## config.mk

```make
export PLATFORM = sky130hd
export DESIGN_NAME = pce_core_top
export DESIGN_NICKNAME = d
export VERILOG_FILES = /design/src/hw/pce_bridge_pkg.sv /design/src/hw/pce_input_pkg.sv /design/src/hw/pce_setting_regs.sv /design/src/hw/snac_player_router.sv /design/src/hw/analog_video_prep.sv /design/src/hw/pce_core_top.sv
export SDC_FILE = /design/constraint.sdc
export NUM_CORES = 1
export LEC_CHECK = 0
export ABC_AREA = 1
export BUFFER_PORTS_ARGS = -buffer_cell sky130_fd_sc_hd__buf_2
export CAP_MARGIN = 20
export CORE_AREA = 2 2 153 155
export CTS_CLUSTER_DIAMETER = 120
export DETAILED_ROUTE_END_ITERATION = 7
export DIE_AREA = 0 0 155 157
export PLACE_DENSITY = 0.77
export SYNTH_ARGS = -nofsm -noshare
export SYNTH_HDL_FRONTEND = slang
export SYNTH_SLANG_ARGS = --single-unit
```

## constraint.sdc

```tcl
create_clock -name clk_74a -period 2.6 [get_ports clk_74a]
set_clock_uncertainty 0.2 [all_clocks]
set_input_delay 0.13 -clock clk_74a [delete_from_list [all_inputs] [get_ports clk_74a]]
set_output_delay 0.13 -clock clk_74a [all_outputs]
set_load 0.03 [all_outputs]
```

## src/hw/pce_bridge_pkg.sv

```systemverilog
/*
  PC Engine bridge definitions
  register addresses of the settings map, the core setting fields and
  the analog adapter settings word with its decoded view
*/
package pce_bridge_pkg;

  //////////////////////////////////////////////////////////////////////
  // bridge register map
  //////////////////////////////////////////////////////////////////////

  localparam logic [31:0] addr_cart_download = 32'h0000_0000;
  localparam logic [31:0] addr_save_download = 32'h0000_0004;
  localparam logic [31:0] addr_sgx           = 32'h0000_0008;
  localparam logic [31:0] addr_reset         = 32'h0000_0050;

  // controller options
  localparam logic [31:0] addr_turbo_tap     = 32'h0000_0100;
  localparam logic [31:0] addr_button6       = 32'h0000_0104;
  localparam logic [31:0] addr_turbo1        = 32'h0000_0108;
  localparam logic [31:0] addr_turbo2        = 32'h0000_010C;

  // video options
  localparam logic [31:0] addr_overscan      = 32'h0000_0200;
  localparam logic [31:0] addr_extra_sprites = 32'h0000_0204;
  localparam logic [31:0] addr_raw_rgb       = 32'h0000_0208;

  // audio mix
  localparam logic [31:0] addr_master_boost  = 32'h0000_0300;
  localparam logic [31:0] addr_adpcm_boost   = 32'h0000_0304;
  localparam logic [31:0] addr_cd_boost      = 32'h0000_0308;

  localparam logic [31:0] addr_chroma_add    = 32'h0000_0400;
  localparam logic [31:0] addr_chroma_mult   = 32'h0000_0410;

  // analog adapter settings, also readable
  localparam logic [31:0] addr_analogizer    = 32'hF700_0000;

  //////////////////////////////////////////////////////////////////////
  // setting types
  //////////////////////////////////////////////////////////////////////

  typedef struct packed {
    logic       cart_download;
    logic       save_download;
    logic       sgx;
    logic       turbo_tap;
    logic       button6;
    logic [1:0] turbo1_speed;
    logic [1:0] turbo2_speed;
    logic       overscan;
    logic       extra_sprites;
    logic       raw_rgb;
    logic [1:0] master_boost;
    logic       adpcm_boost;
    logic       cd_boost;
    logic [4:0] chroma_add;
    logic [4:0] chroma_mult;
  } pce_settings_t;

  typedef struct packed {
    logic [3:0] video_type;
    logic [3:0] cont_assign;
    logic       unused;
    logic [4:0] game_cont_type;
  } analogizer_fields_t;

  // raw view for the bridge, field view for the decoders
  typedef union packed {
    logic [13:0]        raw;
    analogizer_fields_t fields;
  } analogizer_word_u;

endpackage

```

## src/hw/pce_input_pkg.sv

```systemverilog
/*
  PC Engine input and video definitions
  controller key bitmap, the four-player key array and the video
  bundles on both sides of the analog capture stage
*/
package pce_input_pkg;

  // handheld and adapter controllers share this bitmap
  typedef struct packed {
    logic start;
    logic select;
    logic r3;
    logic l3;
    logic r2;
    logic l2;
    logic r1;
    logic l1;
    logic y;
    logic x;
    logic b;
    logic a;
    logic right;
    logic left;
    logic down;
    logic up;
  } cont_key_t;

  // index 0 is player 1
  typedef cont_key_t [3:0] player_keys_t;

  //////////////////////////////////////////////////////////////////////
  // video bundles
  //////////////////////////////////////////////////////////////////////

  typedef struct packed {
    logic        ce_pix;
    logic        hblank;
    logic        vblank;
    logic        hsync;
    logic        vsync;
    logic [23:0] rgb;
  } core_video_t;

  typedef struct packed {
    logic        csync;
    logic        de;
    logic        vsync;
    logic [23:0] rgb;
  } analog_video_t;

  // adapter video types that run PAL timing
  localparam logic [3:0] video_type_pal_a = 4'h4;
  localparam logic [3:0] video_type_pal_b = 4'hC;

  // video type bit that turns the handheld screen black
  localparam int unsigned video_type_blank_bit = 3;

endpackage

```

## src/hw/pce_setting_regs.sv

```systemverilog
/*
  PC Engine setting registers
  decodes bridge writes into core settings and the adapter word,
  holds the core in reset for a fixed time after a reset write and
  returns the adapter word on bridge reads
*/
module pce_setting_regs
  import pce_bridge_pkg::*;
#(
  parameter logic [31:0] RESET_HOLD = 32'h0010_0000
) (
  input  logic             clk_74a,
  input  logic             pll_core_locked,
  input  logic [31:0]      bridge_addr,
  input  logic             bridge_wr,
  input  logic [31:0]      bridge_wr_data,
  output logic [31:0]      bridge_rd_data,
  output pce_settings_t    settings,
  output analogizer_word_u analogizer,
  output logic             core_reset
);

  logic [31:0] reset_count;

  //////////////////////////////////////////////////////////////////////
  // write decode
  //////////////////////////////////////////////////////////////////////

  // only the low bits each field needs are kept
  always_ff @(posedge clk_74a or negedge pll_core_locked) begin
    if (!pll_core_locked) begin
      settings   <= '0;
      analogizer <= '0;
    end else if (bridge_wr) begin
      case (bridge_addr)
        addr_cart_download: settings.cart_download <= bridge_wr_data[0];
        addr_save_download: settings.save_download <= bridge_wr_data[0];
        addr_sgx:           settings.sgx           <= bridge_wr_data[0];
        addr_turbo_tap:     settings.turbo_tap     <= bridge_wr_data[0];
        addr_button6:       settings.button6       <= bridge_wr_data[0];
        addr_turbo1:        settings.turbo1_speed  <= bridge_wr_data[1:0];
        addr_turbo2:        settings.turbo2_speed  <= bridge_wr_data[1:0];
        addr_overscan:      settings.overscan      <= bridge_wr_data[0];
        addr_extra_sprites: settings.extra_sprites <= bridge_wr_data[0];
        addr_raw_rgb:       settings.raw_rgb       <= bridge_wr_data[0];
        addr_master_boost:  settings.master_boost  <= bridge_wr_data[1:0];
        addr_adpcm_boost:   settings.adpcm_boost   <= bridge_wr_data[0];
        addr_cd_boost:      settings.cd_boost      <= bridge_wr_data[0];
        addr_chroma_add:    settings.chroma_add    <= bridge_wr_data[4:0];
        addr_chroma_mult:   settings.chroma_mult   <= bridge_wr_data[4:0];
        addr_analogizer:    analogizer.raw         <= bridge_wr_data[13:0];
        default: begin
          // unmapped address, nothing stored
        end
      endcase
    end
  end

  //////////////////////////////////////////////////////////////////////
  // reset hold
  //////////////////////////////////////////////////////////////////////

  // a reset write reloads, even while already counting
  always_ff @(posedge clk_74a or negedge pll_core_locked) begin
    if (!pll_core_locked) begin
      reset_count <= '0;
    end else if (bridge_wr && (bridge_addr == addr_reset)) begin
      reset_count <= RESET_HOLD;
    end else if (reset_count != '0) begin
      reset_count <= reset_count - 32'd1;
    end
  end

  assign core_reset = (reset_count != '0);

  //////////////////////////////////////////////////////////////////////
  // readback
  //////////////////////////////////////////////////////////////////////

  always_comb begin
    if (bridge_addr == addr_analogizer) begin
      bridge_rd_data = {18'h0, analogizer.raw};
    end else begin
      bridge_rd_data = '0;
    end
  end

endmodule

```

## src/hw/snac_player_router.sv

```systemverilog
/*
  SNAC player router
  picks handheld or adapter controllers for each of the four players
  from the adapter assignment code, one register stage
*/
module snac_player_router
  import pce_bridge_pkg::*;
  import pce_input_pkg::*;
(
  input  logic             clk_74a,
  input  logic             pll_core_locked,
  input  player_keys_t     cont_keys,
  input  player_keys_t     snac_keys,
  input  analogizer_word_u analogizer,
  output player_keys_t     players
);

  player_keys_t players_next;

  // game type zero means the adapter controllers are off
  always_comb begin
    players_next = cont_keys;
    if (analogizer.fields.game_cont_type != 5'd0) begin
      case (analogizer.fields.cont_assign)
        4'h0: players_next[0] = snac_keys[0];
        4'h1: players_next[1] = snac_keys[0];
        4'h2: begin
          players_next[0] = snac_keys[0];
          players_next[1] = snac_keys[1];
        end
        4'h3: begin
          players_next[0] = snac_keys[1];
          players_next[1] = snac_keys[0];
        end
        4'h4: players_next = snac_keys;
        // reversed order
        4'h5: begin
          players_next[0] = snac_keys[3];
          players_next[1] = snac_keys[2];
          players_next[2] = snac_keys[1];
          players_next[3] = snac_keys[0];
        end
        // multitap, adapter pads on players 3 and 4
        4'h6: begin
          players_next[2] = snac_keys[0];
          players_next[3] = snac_keys[1];
        end
        default: players_next = cont_keys;
      endcase
    end
  end

  always_ff @(posedge clk_74a or negedge pll_core_locked) begin
    if (!pll_core_locked) begin
      players <= '0;
    end else begin
      players <= players_next;
    end
  end

endmodule

```

## src/hw/analog_video_prep.sv

```systemverilog
/*
  Analog video prep
  samples core video on each rising pixel enable and derives composite
  sync, display enable, the handheld screen colour and the PAL flag
*/
module analog_video_prep
  import pce_bridge_pkg::*;
  import pce_input_pkg::*;
(
  input  logic             clk_74a,
  input  logic             pll_core_locked,
  input  core_video_t      core_video,
  input  analogizer_word_u analogizer,
  output analog_video_t    analog_video,
  output logic [23:0]      pocket_rgb,
  output logic             pal_flag
);

  logic       ce_pix_prev;
  logic       pix_rise;
  logic [3:0] video_type;

  assign video_type = analogizer.fields.video_type;

  // ce_pix high now, low at the previous edge
  assign pix_rise = core_video.ce_pix && !ce_pix_prev;

  always_ff @(posedge clk_74a or negedge pll_core_locked) begin
    if (!pll_core_locked) begin
      ce_pix_prev <= 1'b0;
    end else begin
      ce_pix_prev <= core_video.ce_pix;
    end
  end

  //////////////////////////////////////////////////////////////////////
  // pixel capture
  //////////////////////////////////////////////////////////////////////

  always_ff @(posedge clk_74a or negedge pll_core_locked) begin
    if (!pll_core_locked) begin
      analog_video <= '0;
      pocket_rgb   <= '0;
    end else if (pix_rise) begin
      // sync is high when hsync and vsync agree
      analog_video.csync <= ~(core_video.hsync ^ core_video.vsync);
      analog_video.de    <= ~(core_video.hblank | core_video.vblank);
      analog_video.vsync <= core_video.vsync;
      analog_video.rgb   <= core_video.rgb;
      // handheld screen goes black while the adapter drives a display
      if (video_type[video_type_blank_bit]) begin
        pocket_rgb <= 24'h00_0000;
      end else begin
        pocket_rgb <= core_video.rgb;
      end
    end
  end

  assign pal_flag = (video_type == video_type_pal_a) || (video_type == video_type_pal_b);

endmodule

```

## src/hw/pce_core_top.sv

```systemverilog
/*
  PC Engine core shell
  settings registers, controller routing and analog video capture
  around the console core, all on the bridge clock
*/
module pce_core_top
  import pce_bridge_pkg::*;
  import pce_input_pkg::*;
#(
  parameter logic [31:0] RESET_HOLD = 32'h0010_0000
) (
  input  logic          clk_74a,
  input  logic          pll_core_locked,
  // bridge
  input  logic [31:0]   bridge_addr,
  input  logic          bridge_wr,
  input  logic [31:0]   bridge_wr_data,
  output logic [31:0]   bridge_rd_data,
  // controllers
  input  player_keys_t  cont_keys,
  input  player_keys_t  snac_keys,
  // core video in
  input  core_video_t   core_video,
  // to the console core
  output pce_settings_t settings,
  output logic          core_reset,
  output player_keys_t  players,
  // video out
  output analog_video_t analog_video,
  output logic [23:0]   pocket_rgb,
  output logic          pal_flag
);

  analogizer_word_u analogizer;

  pce_setting_regs #(
    .RESET_HOLD(RESET_HOLD)
  ) i_pce_setting_regs (
    .clk_74a        (clk_74a),
    .pll_core_locked(pll_core_locked),
    .bridge_addr    (bridge_addr),
    .bridge_wr      (bridge_wr),
    .bridge_wr_data (bridge_wr_data),
    .bridge_rd_data (bridge_rd_data),
    .settings       (settings),
    .analogizer     (analogizer),
    .core_reset     (core_reset)
  );

  snac_player_router i_snac_player_router (
    .clk_74a        (clk_74a),
    .pll_core_locked(pll_core_locked),
    .cont_keys      (cont_keys),
    .snac_keys      (snac_keys),
    .analogizer     (analogizer),
    .players        (players)
  );

  analog_video_prep i_analog_video_prep (
    .clk_74a        (clk_74a),
    .pll_core_locked(pll_core_locked),
    .core_video     (core_video),
    .analogizer     (analogizer),
    .analog_video   (analog_video),
    .pocket_rgb     (pocket_rgb),
    .pal_flag       (pal_flag)
  );

endmodule

```

==> results of run 1 <==
[power groups by stage]
stage	Combinational, W	Clock (W)	Sequential, W
global route	0.00134	0.00281	0.00316
detailed placement	0.00101	0	0.00319
floorplan	0.000231	0	0.00350
finish	0.00125	0.00265	0.00314
global placement	0.000992	0	0.00319
CTS	0.00121	0.00269	0.00313
[stage by stage]
stage          total power (W)  instances  instance area (um2)
5_1_grt                0.00730       2210                14500
2_1_floorplan          0.00373       1374                 9860
3_3_place_gp           0.00418       1980                11900
4_1_cts                0.00704       2203                14400
6_report               0.00704       2210                14500
3_5_place_dp           0.00420       1980                11900
[registers in the layout, indices dropped and copies added (netlist names)]
signal,cells
i_analog_video_prep.ce_pix_prev,1
i_pce_setting_regs.analogizer,14
i_snac_player_router.players,64
i_analog_video_prep.analog_video,27
i_pce_setting_regs.reset_count,32
i_analog_video_prep.pocket_rgb,24
i_pce_setting_regs.settings,26
[timing repair]
item / 4_1_cts / 5_1_grt
hold buffers: 191 / 0
hold endpoints to repair: 336 / 0
resized for setup: 0 / 21
buffers inserted: 0 / 5
setup endpoints to repair: 0 / 70
[worst max-delay path by stage]
stage	cells past startpoint	startpoint	to
global route	10	i_pce_setting_regs.analogizer[6]$_DFFE_PN0P_	i_snac_player_router.players[13]$_DFF_PN0_
global placement	8	i_pce_setting_regs.reset_count[0]$_DFFE_PN0P_	i_pce_setting_regs.reset_count[1]$_DFFE_PN0P_
finish	10	i_pce_setting_regs.analogizer[6]$_DFFE_PN0P_	i_snac_player_router.players[37]$_DFF_PN0_
detailed placement	8	i_pce_setting_regs.reset_count[0]$_DFFE_PN0P_	i_pce_setting_regs.reset_count[28]$_DFFE_PN0P_
CTS	9	bridge_addr[10]	bridge_rd_data[8]
floorplan	9	i_pce_setting_regs.reset_count[0]$_DFFE_PN0P_	i_pce_setting_regs.reset_count[20]$_DFFE_PN0P_
[Yosys cell counts, drive strengths merged (2+ instances only)]
cell	number	share of area
nand2	473	0.18
nor2	235	0.095
dfrtp	188	0.48
inv	110	0.042
nand3	101	0.052
a21oi	61	0.033
o21ai	61	0.032
buf	44	0.030
nand4	22	0.016
clkbuf	19	0.0073
o21bai	10	0.0077
nor3	8	0.0046
xor2	6	0.0054
or2	4	0.0026
clkinv	3	0.0011
nand3b	2	0.0015
o211ai	2	0.0015
o22ai	2	0.0013
[cell usage in the layout, fill, tap and decap left out, drive strengths merged, types with 4 or more instances in the layout]
| master | instances |
|---|---|
| nand3 | 101 |
| clkinv | 10 |
| o21ai | 61 |
| buf | 388 |
| clkinvlp | 4 |
| a21oi | 61 |
| o21bai | 10 |
| nand2 | 473 |
| dfrtp | 188 |
| nand4 | 22 |
| nor2 | 235 |
| conb | 18 |
| nor3 | 8 |
| xor2 | 6 |
| clkbuf | 18 |
| dlygate4sd3 | 190 |
| inv | 114 |
| or2 | 4 |
[worst max-delay path: stages, from the launching register on]
cell and delay, ns:
dfrtp_2 0.48, inv_2 0.10, nor2_1 0.05, nand2_2 0.20, inv_6 0.11, buf_16 0.20, nand2_1 0.07, nand2_1 0.05
a21oi_1 0.23, a21oi_1 0.12, dlygate4sd3_1 0.58
[layer usage]
layer,vias up,GRT usage,wire [um]
met5,-,0,10
met2,700,0.499,17500
met1,5358,0.346,13600
met4,2,0.174,2260
met3,204,0.0708,3390
li1,5337,-,-
[area by class of cell]
type	instances	share of cell area
Clock buffer	17	0.0292
Sequential cell	188	0.323
Inverter	113	0.0304
Multi-Input combinational cell	1010	0.303
Timing Repair Buffer	580	0.277
Clock inverter	15	0.0118
Antenna cell	2	0.000344
Tap cell	285	0.0245
[logic make-up (layout without fill, tap and decap cells)]
kind of cell               after synthesis  in the layout  share of synthesized area
AOI/OAI and AO/OA                      138            138                     0.0767
xor gates and xnor gates                 7              7                    0.00626
adders and majority gates                1              1                    0.00128
buffers and inverters                  176            725                     0.0802
DFF                                    188            188                      0.480
other                                    1             20                   0.000383
and+or+nand+nor                        846            846                      0.355
==> metrics.md, run 1 <==
| Metric | Value |
|---|---|
| Post-synth EDFFs | `0` |
| Hold WC Path Type | `in2async` |
| CTS clk-pin slew, worst paths | `0.09 ns` |
| Seq cells post-synth | `188` |
| Maxcap violations | `0` |
| Ys Warns | `0` |
| Setup repair after global routing missed its margin | `true` |
| Outcome | `finished, final reports clean` |
| Die W | `155 um` |
| Synth Flop Type | `dfrtp_1` |
| Area grow syn2layout | `48.5%` |
| Mean post-synth cell area | `7.22 um2` |
| Crit Path Max Fanout | `45` |
| Clock Power Share | `0.376` |
| Pre-CTS setup slack | `0.533 ns` |
| Sw Pwr | `0.00219 W` |
| Peak VDD IR | `0.000364 V` |
| Async S/R FF share, synth | `1.00` |
| Fin. Hold Viols | `0` |
| Sw Share | `0.311` |
| Total iterations of the first detailed-routing run | `6` |
| Vias per cell | `5.25` |
| Final Critical Period | `2.50 ns` |
| Synth Cell Area | `9790 um2` |
| CP Launch Type | `flop` |
| Netlist cell types | `38` |
| Ports | `399` |
| Setup crit end kind | `flop` |
| Clock Tree Buf Depth | `2` |
| CORE AREA | `22,500 um2` |
| R2R Setup Slk | `0.10 ns` |
| Vias | `11.6k` |
| DIE AREA | `24,300 um2` |
| Number of nets in the layout | `2,135` |
| Register area share after synthesis | `0.480` |
| Row count | `55` |
| First-pass GRT wire length | `57,400 um` |
| Wire per inst | `16.6 um` |
| Initial antenna violation count | `3` |
| Total congestion overflow | `0` |
| R2R Path End | `i_snac_player_router.players[37]$_DFF_PN0_` |
| Post-DRT Antenna Nets | `0` |
| Tot GR Track Use | `0.296` |
| Final-report max-slew violation count | `0` |
| Setup tns final | `0 ns` |
| Post-Syn Instances | `1,357` |
| Fill cell count | `1,798` |
| Clk_lat worst skew | `0.44 ns` |
| CTS sink count | `188` |
| Comb power frac | `0.178` |
| CP arrival | `2.62 ns` |
| RD Place Congestion | `0.911` |
| Final period utilization | `0.961` |
| Share of layout cells above drive strength 1 | `0.238` |
| Fin Hold WS | `0.0119 ns` |
| Setup WS post-layout | `0.102 ns` |
| Initial DRC count | `1,037` |
| CTS Root Cell | `clkbuf_16` |
| Buffers on Ports | `362` |
| CTS buffer count | `17` |
| Tightest Pin Transition | `0.512 ns` |
| Worst Path Required | `2.72 ns` |
| Relative slew slack | `0.659` |
| Number of global-route vias before repair | `11.5k` |
| Cells on worst reg2reg path | `10` |
| Largest net degree at the start of global routing | `54` |
| Area occupied by multi-input gates | `4410 um2` |
| Initial Util | `0.435` |
| CTS tree | `built` |
| Maximum clock rate | `400 MHz` |
| CTS H-Tree Depth | `4` |
| Chip height | `157 um` |
| Power Internal | `0.00485 W` |
| # setup viols final | `0` |
| Sequential share of power | `0.446` |
| Fin util | `0.646` |
| Power Density | `484 nW/um2` |
| Reg2Reg Launch Point | `i_pce_setting_regs.analogizer[6]$_DFFE_PN0P_` |
| Dpl hpwl | `24,000 um` |
| WS Path Type | `reg2reg` |
| Sequential cell area | `4710 um2` |
| Drt drc | `0` |
| Post-Route WL | `36,800 um` |
| Static leakage | `7.48 nW` |
Power figures use the tool's default switching activity.
==> inputs of run 2 (changes only) <==
--- a/config.mk
+++ b/config.mk
@@ -8,11 +8,12 @@
 export ABC_AREA = 1
 export BUFFER_PORTS_ARGS = -buffer_cell sky130_fd_sc_hd__buf_2
 export CAP_MARGIN = 20
-export CORE_AREA = 2 2 153 155
+export CORE_ASPECT_RATIO = 0.5
+export CORE_MARGIN = 2
+export CORE_UTILIZATION = 49
 export CTS_CLUSTER_DIAMETER = 120
 export DETAILED_ROUTE_END_ITERATION = 7
-export DIE_AREA = 0 0 155 157
-export PLACE_DENSITY = 0.77
+export PLACE_DENSITY = 0.85
 export SYNTH_ARGS = -nofsm -noshare
 export SYNTH_HDL_FRONTEND = slang
 export SYNTH_SLANG_ARGS = --single-unit
==> metrics.md, run 2 (synthesis gave the netlist of run 1 again) <==
| Metric | Value |
|---|---|
| Tightest Pin Transition | `0.685 ns` |
| Fin. Hold Viols | `0` |
| Drt drc | `3` |
| CP Launch Type | `flop` |
| Maxcap violations | `0` |
| Most frequent cells in the layout | `nand2_1 (467), buf_2 (361), nor2_1 (224)` |
| Reg with most FFs | `i_snac_player_router.players` |
| # setup viols final | `0` |
| First-pass GRT wire length | `61,900 um` |
| RD Place Congestion | `0.941` |
| CP arrival | `2.72 ns` |
| Crit path largest cell delay | `0.55 ns` |
| Max reg flops | `64` |
| Crit Path Max Fanout | `14` |
| Dpl hpwl | `23,600 um` |
| CTS clk-pin slew, worst paths | `0.08 ns` |
| Wire per inst | `17.8 um` |
| Fin util | `0.749` |
| Worst Path Required | `2.73 ns` |
| Power Density | `480 nW/um2` |
| Maximum clock rate | `386 MHz` |
| Post-Route WL | `39,300 um` |
| CTS Root Cell | `clkbuf_16` |
| Number of global-route vias before repair | `12.0k` |
| Row count | `36` |
| Clk_lat worst skew | `0.44 ns` |
| CTS sink count | `188` |
| Die W | `204 um` |
| Chip height | `104 um` |
| Outcome | `complete, but fails checks` |
| Failing checks | `design-rule violations` |
| Total iterations of the first detailed-routing run | `8` |
| Total congestion overflow | `0` |
| Largest registers | `i_snac_player_router.players x64, i_pce_setting_regs.reset_count x32, i_analog_video_prep.analog_video x27` |
| DIE AREA | `21,200 um2` |
| Post-DRT Antenna Nets | `0` |
| Clock Tree Buf Depth | `2` |
| Most common cell after layout, fill and taps aside | `nand2_1` |
| Ports | `399` |
| Cells on worst reg2reg path | `10` |
| Static leakage | `7.55 nW` |
| Setup crit end kind | `flop` |
| Vias per cell | `5.46` |
| R2R Setup Slk | `0.01 ns` |
| Tot GR Track Use | `0.377` |
| Reg2Reg Launch Point | `i_pce_setting_regs.analogizer[9]$_DFFE_PN0P_` |
| Fin Hold WS | `0.0251 ns` |
| Buffers on Ports | `362` |
| WS Path Type | `reg2reg` |
| Final Critical Period | `2.59 ns` |
| Fill cell count | `1,348` |
| CTS H-Tree Depth | `4` |
| Critical-path top delay cell | `dlygate4sd3_1` |
| Vias | `12.0k` |
| Hold WC Path Type | `in2reg` |
| Initial Util | `0.502` |
| Largest net degree at the start of global routing | `84` |
| Area grow syn2layout | `49.2%` |
| Number of nets in the layout | `2,145` |
| Initial DRC count | `1,421` |
| R2R Path End | `i_snac_player_router.players[17]$_DFF_PN0_` |
| Critical Path Start | `i_pce_setting_regs.analogizer[9]$_DFFE_PN0P_` |
| CTS buffer count | `17` |
| CORE AREA | `19,500 um2` |
| Share of layout cells above drive strength 1 | `0.239` |
| Relative slew slack | `0.543` |
| Final-report max-slew violation count | `0` |
| Tot Pwr | `0.00702 W` |
| CTS tree | `built` |
| Crit-path cells | `nor2_1 -> nand2_1 -> clkinvlp_4 -> nand2_1 -> o21ai_0 -> inv_1 -> nand2_1 -> nor2_1 -> nor2_1 -> dlygate4sd3_1` |
| Initial antenna violation count | `5` |
| Critical Path End | `i_snac_player_router.players[17]$_DFF_PN0_` |
| Final period utilization | `0.996` |
| Peak VDD IR | `0.000360 V` |
-- run 2: what timing repair did --
| action | 4_1_cts | 5_1_grt |
|---|---|---|
| endpoints found under the hold margin | 229 | 0 |
| resized for setup | 0 | 32 |
| endpoints found under the setup margin | 0 | 60 |
| setup buffers | 0 | 6 |
| hold buffers | 200 | 0 |
-- run 2: worst min-delay path by stage --
| stage | startpoint | endpoint | slack (ns) | cells after the start |
|---|---|---|---|---|
| 2_1_floorplan | pll_core_locked | i_analog_video_prep.analog_video[0]$_DFFE_PN0P_ | -0.37 | 0 |
| 3_3_place_gp | pll_core_locked | i_snac_player_router.players[62]$_DFF_PN0_ | 0.02 | 1 |
| 3_5_place_dp | pll_core_locked | i_snac_player_router.players[47]$_DFF_PN0_ | 0.02 | 1 |
| 4_1_cts | bridge_addr[8] | i_pce_setting_regs.settings[21]$_DFFE_PN0P_ | 0.001 | 6 |
| 5_1_grt | snac_keys[4] | i_snac_player_router.players[20]$_DFF_PN0_ | 0.05 | 7 |
| 6_report | snac_keys[4] | i_snac_player_router.players[20]$_DFF_PN0_ | 0.03 | 7 |
-- run 2: cell type report --
type | instances | area, um2 | share of cell area
diodes | 5 | 12.5 | 0.000857
clock buffers | 17 | 425 | 0.0291
clock inverters | 14 | 129 | 0.00882
inverters | 113 | 450 | 0.0308
multi-input cells | 1010 | 4430 | 0.303
flip-flops and latches | 188 | 4710 | 0.322
well taps | 266 | 333 | 0.0228
repair buffers | 590 | 4120 | 0.282
-- run 2: report_power, final --
| group | total [W] | leakage [nW] | switching, W | internal [W] |
|---|---|---|---|---|
| clock | 0.00258 | 0.276 | 0.00131 | 0.00127 |
| combinational | 0.00129 | 4.98 | 0.000799 | 0.000490 |
| sequential | 0.00315 | 2.30 | 0.0000787 | 0.00307 |
| total | 0.00702 | 7.55 | 0.00219 | 0.00483 |
-- run 2: critical path, delay by kind of cell, from the launching register on --
family                 cells  cell delay [ns]
AOI/OAI and AO/OA          1             0.13
buffers and inverters      3             1.02
DFF                        1             0.44
and+or+nand+nor            6             0.69
-- run 2: routing by layer --
metal	share of wire	track usage
met1	0.34	0.413
met2	0.48	0.632
met3	0.085	0.0952
met4	0.088	0.287
met5	0.00036	0
-- run 2: metrics by stage --
stage                     setup TNS (ns)  cell area, um2  setup slack, ns  cells
final                                  0           14600           0.0110   2203
after detailed placement               0           11900            0.525   1961
after global placement                 0           11900            0.555   1961
after global routing             -0.0442           14600          -0.0239   2201
after CTS                              0           14400           0.0160   2192
after floorplan                        0            9860            0.641   1374
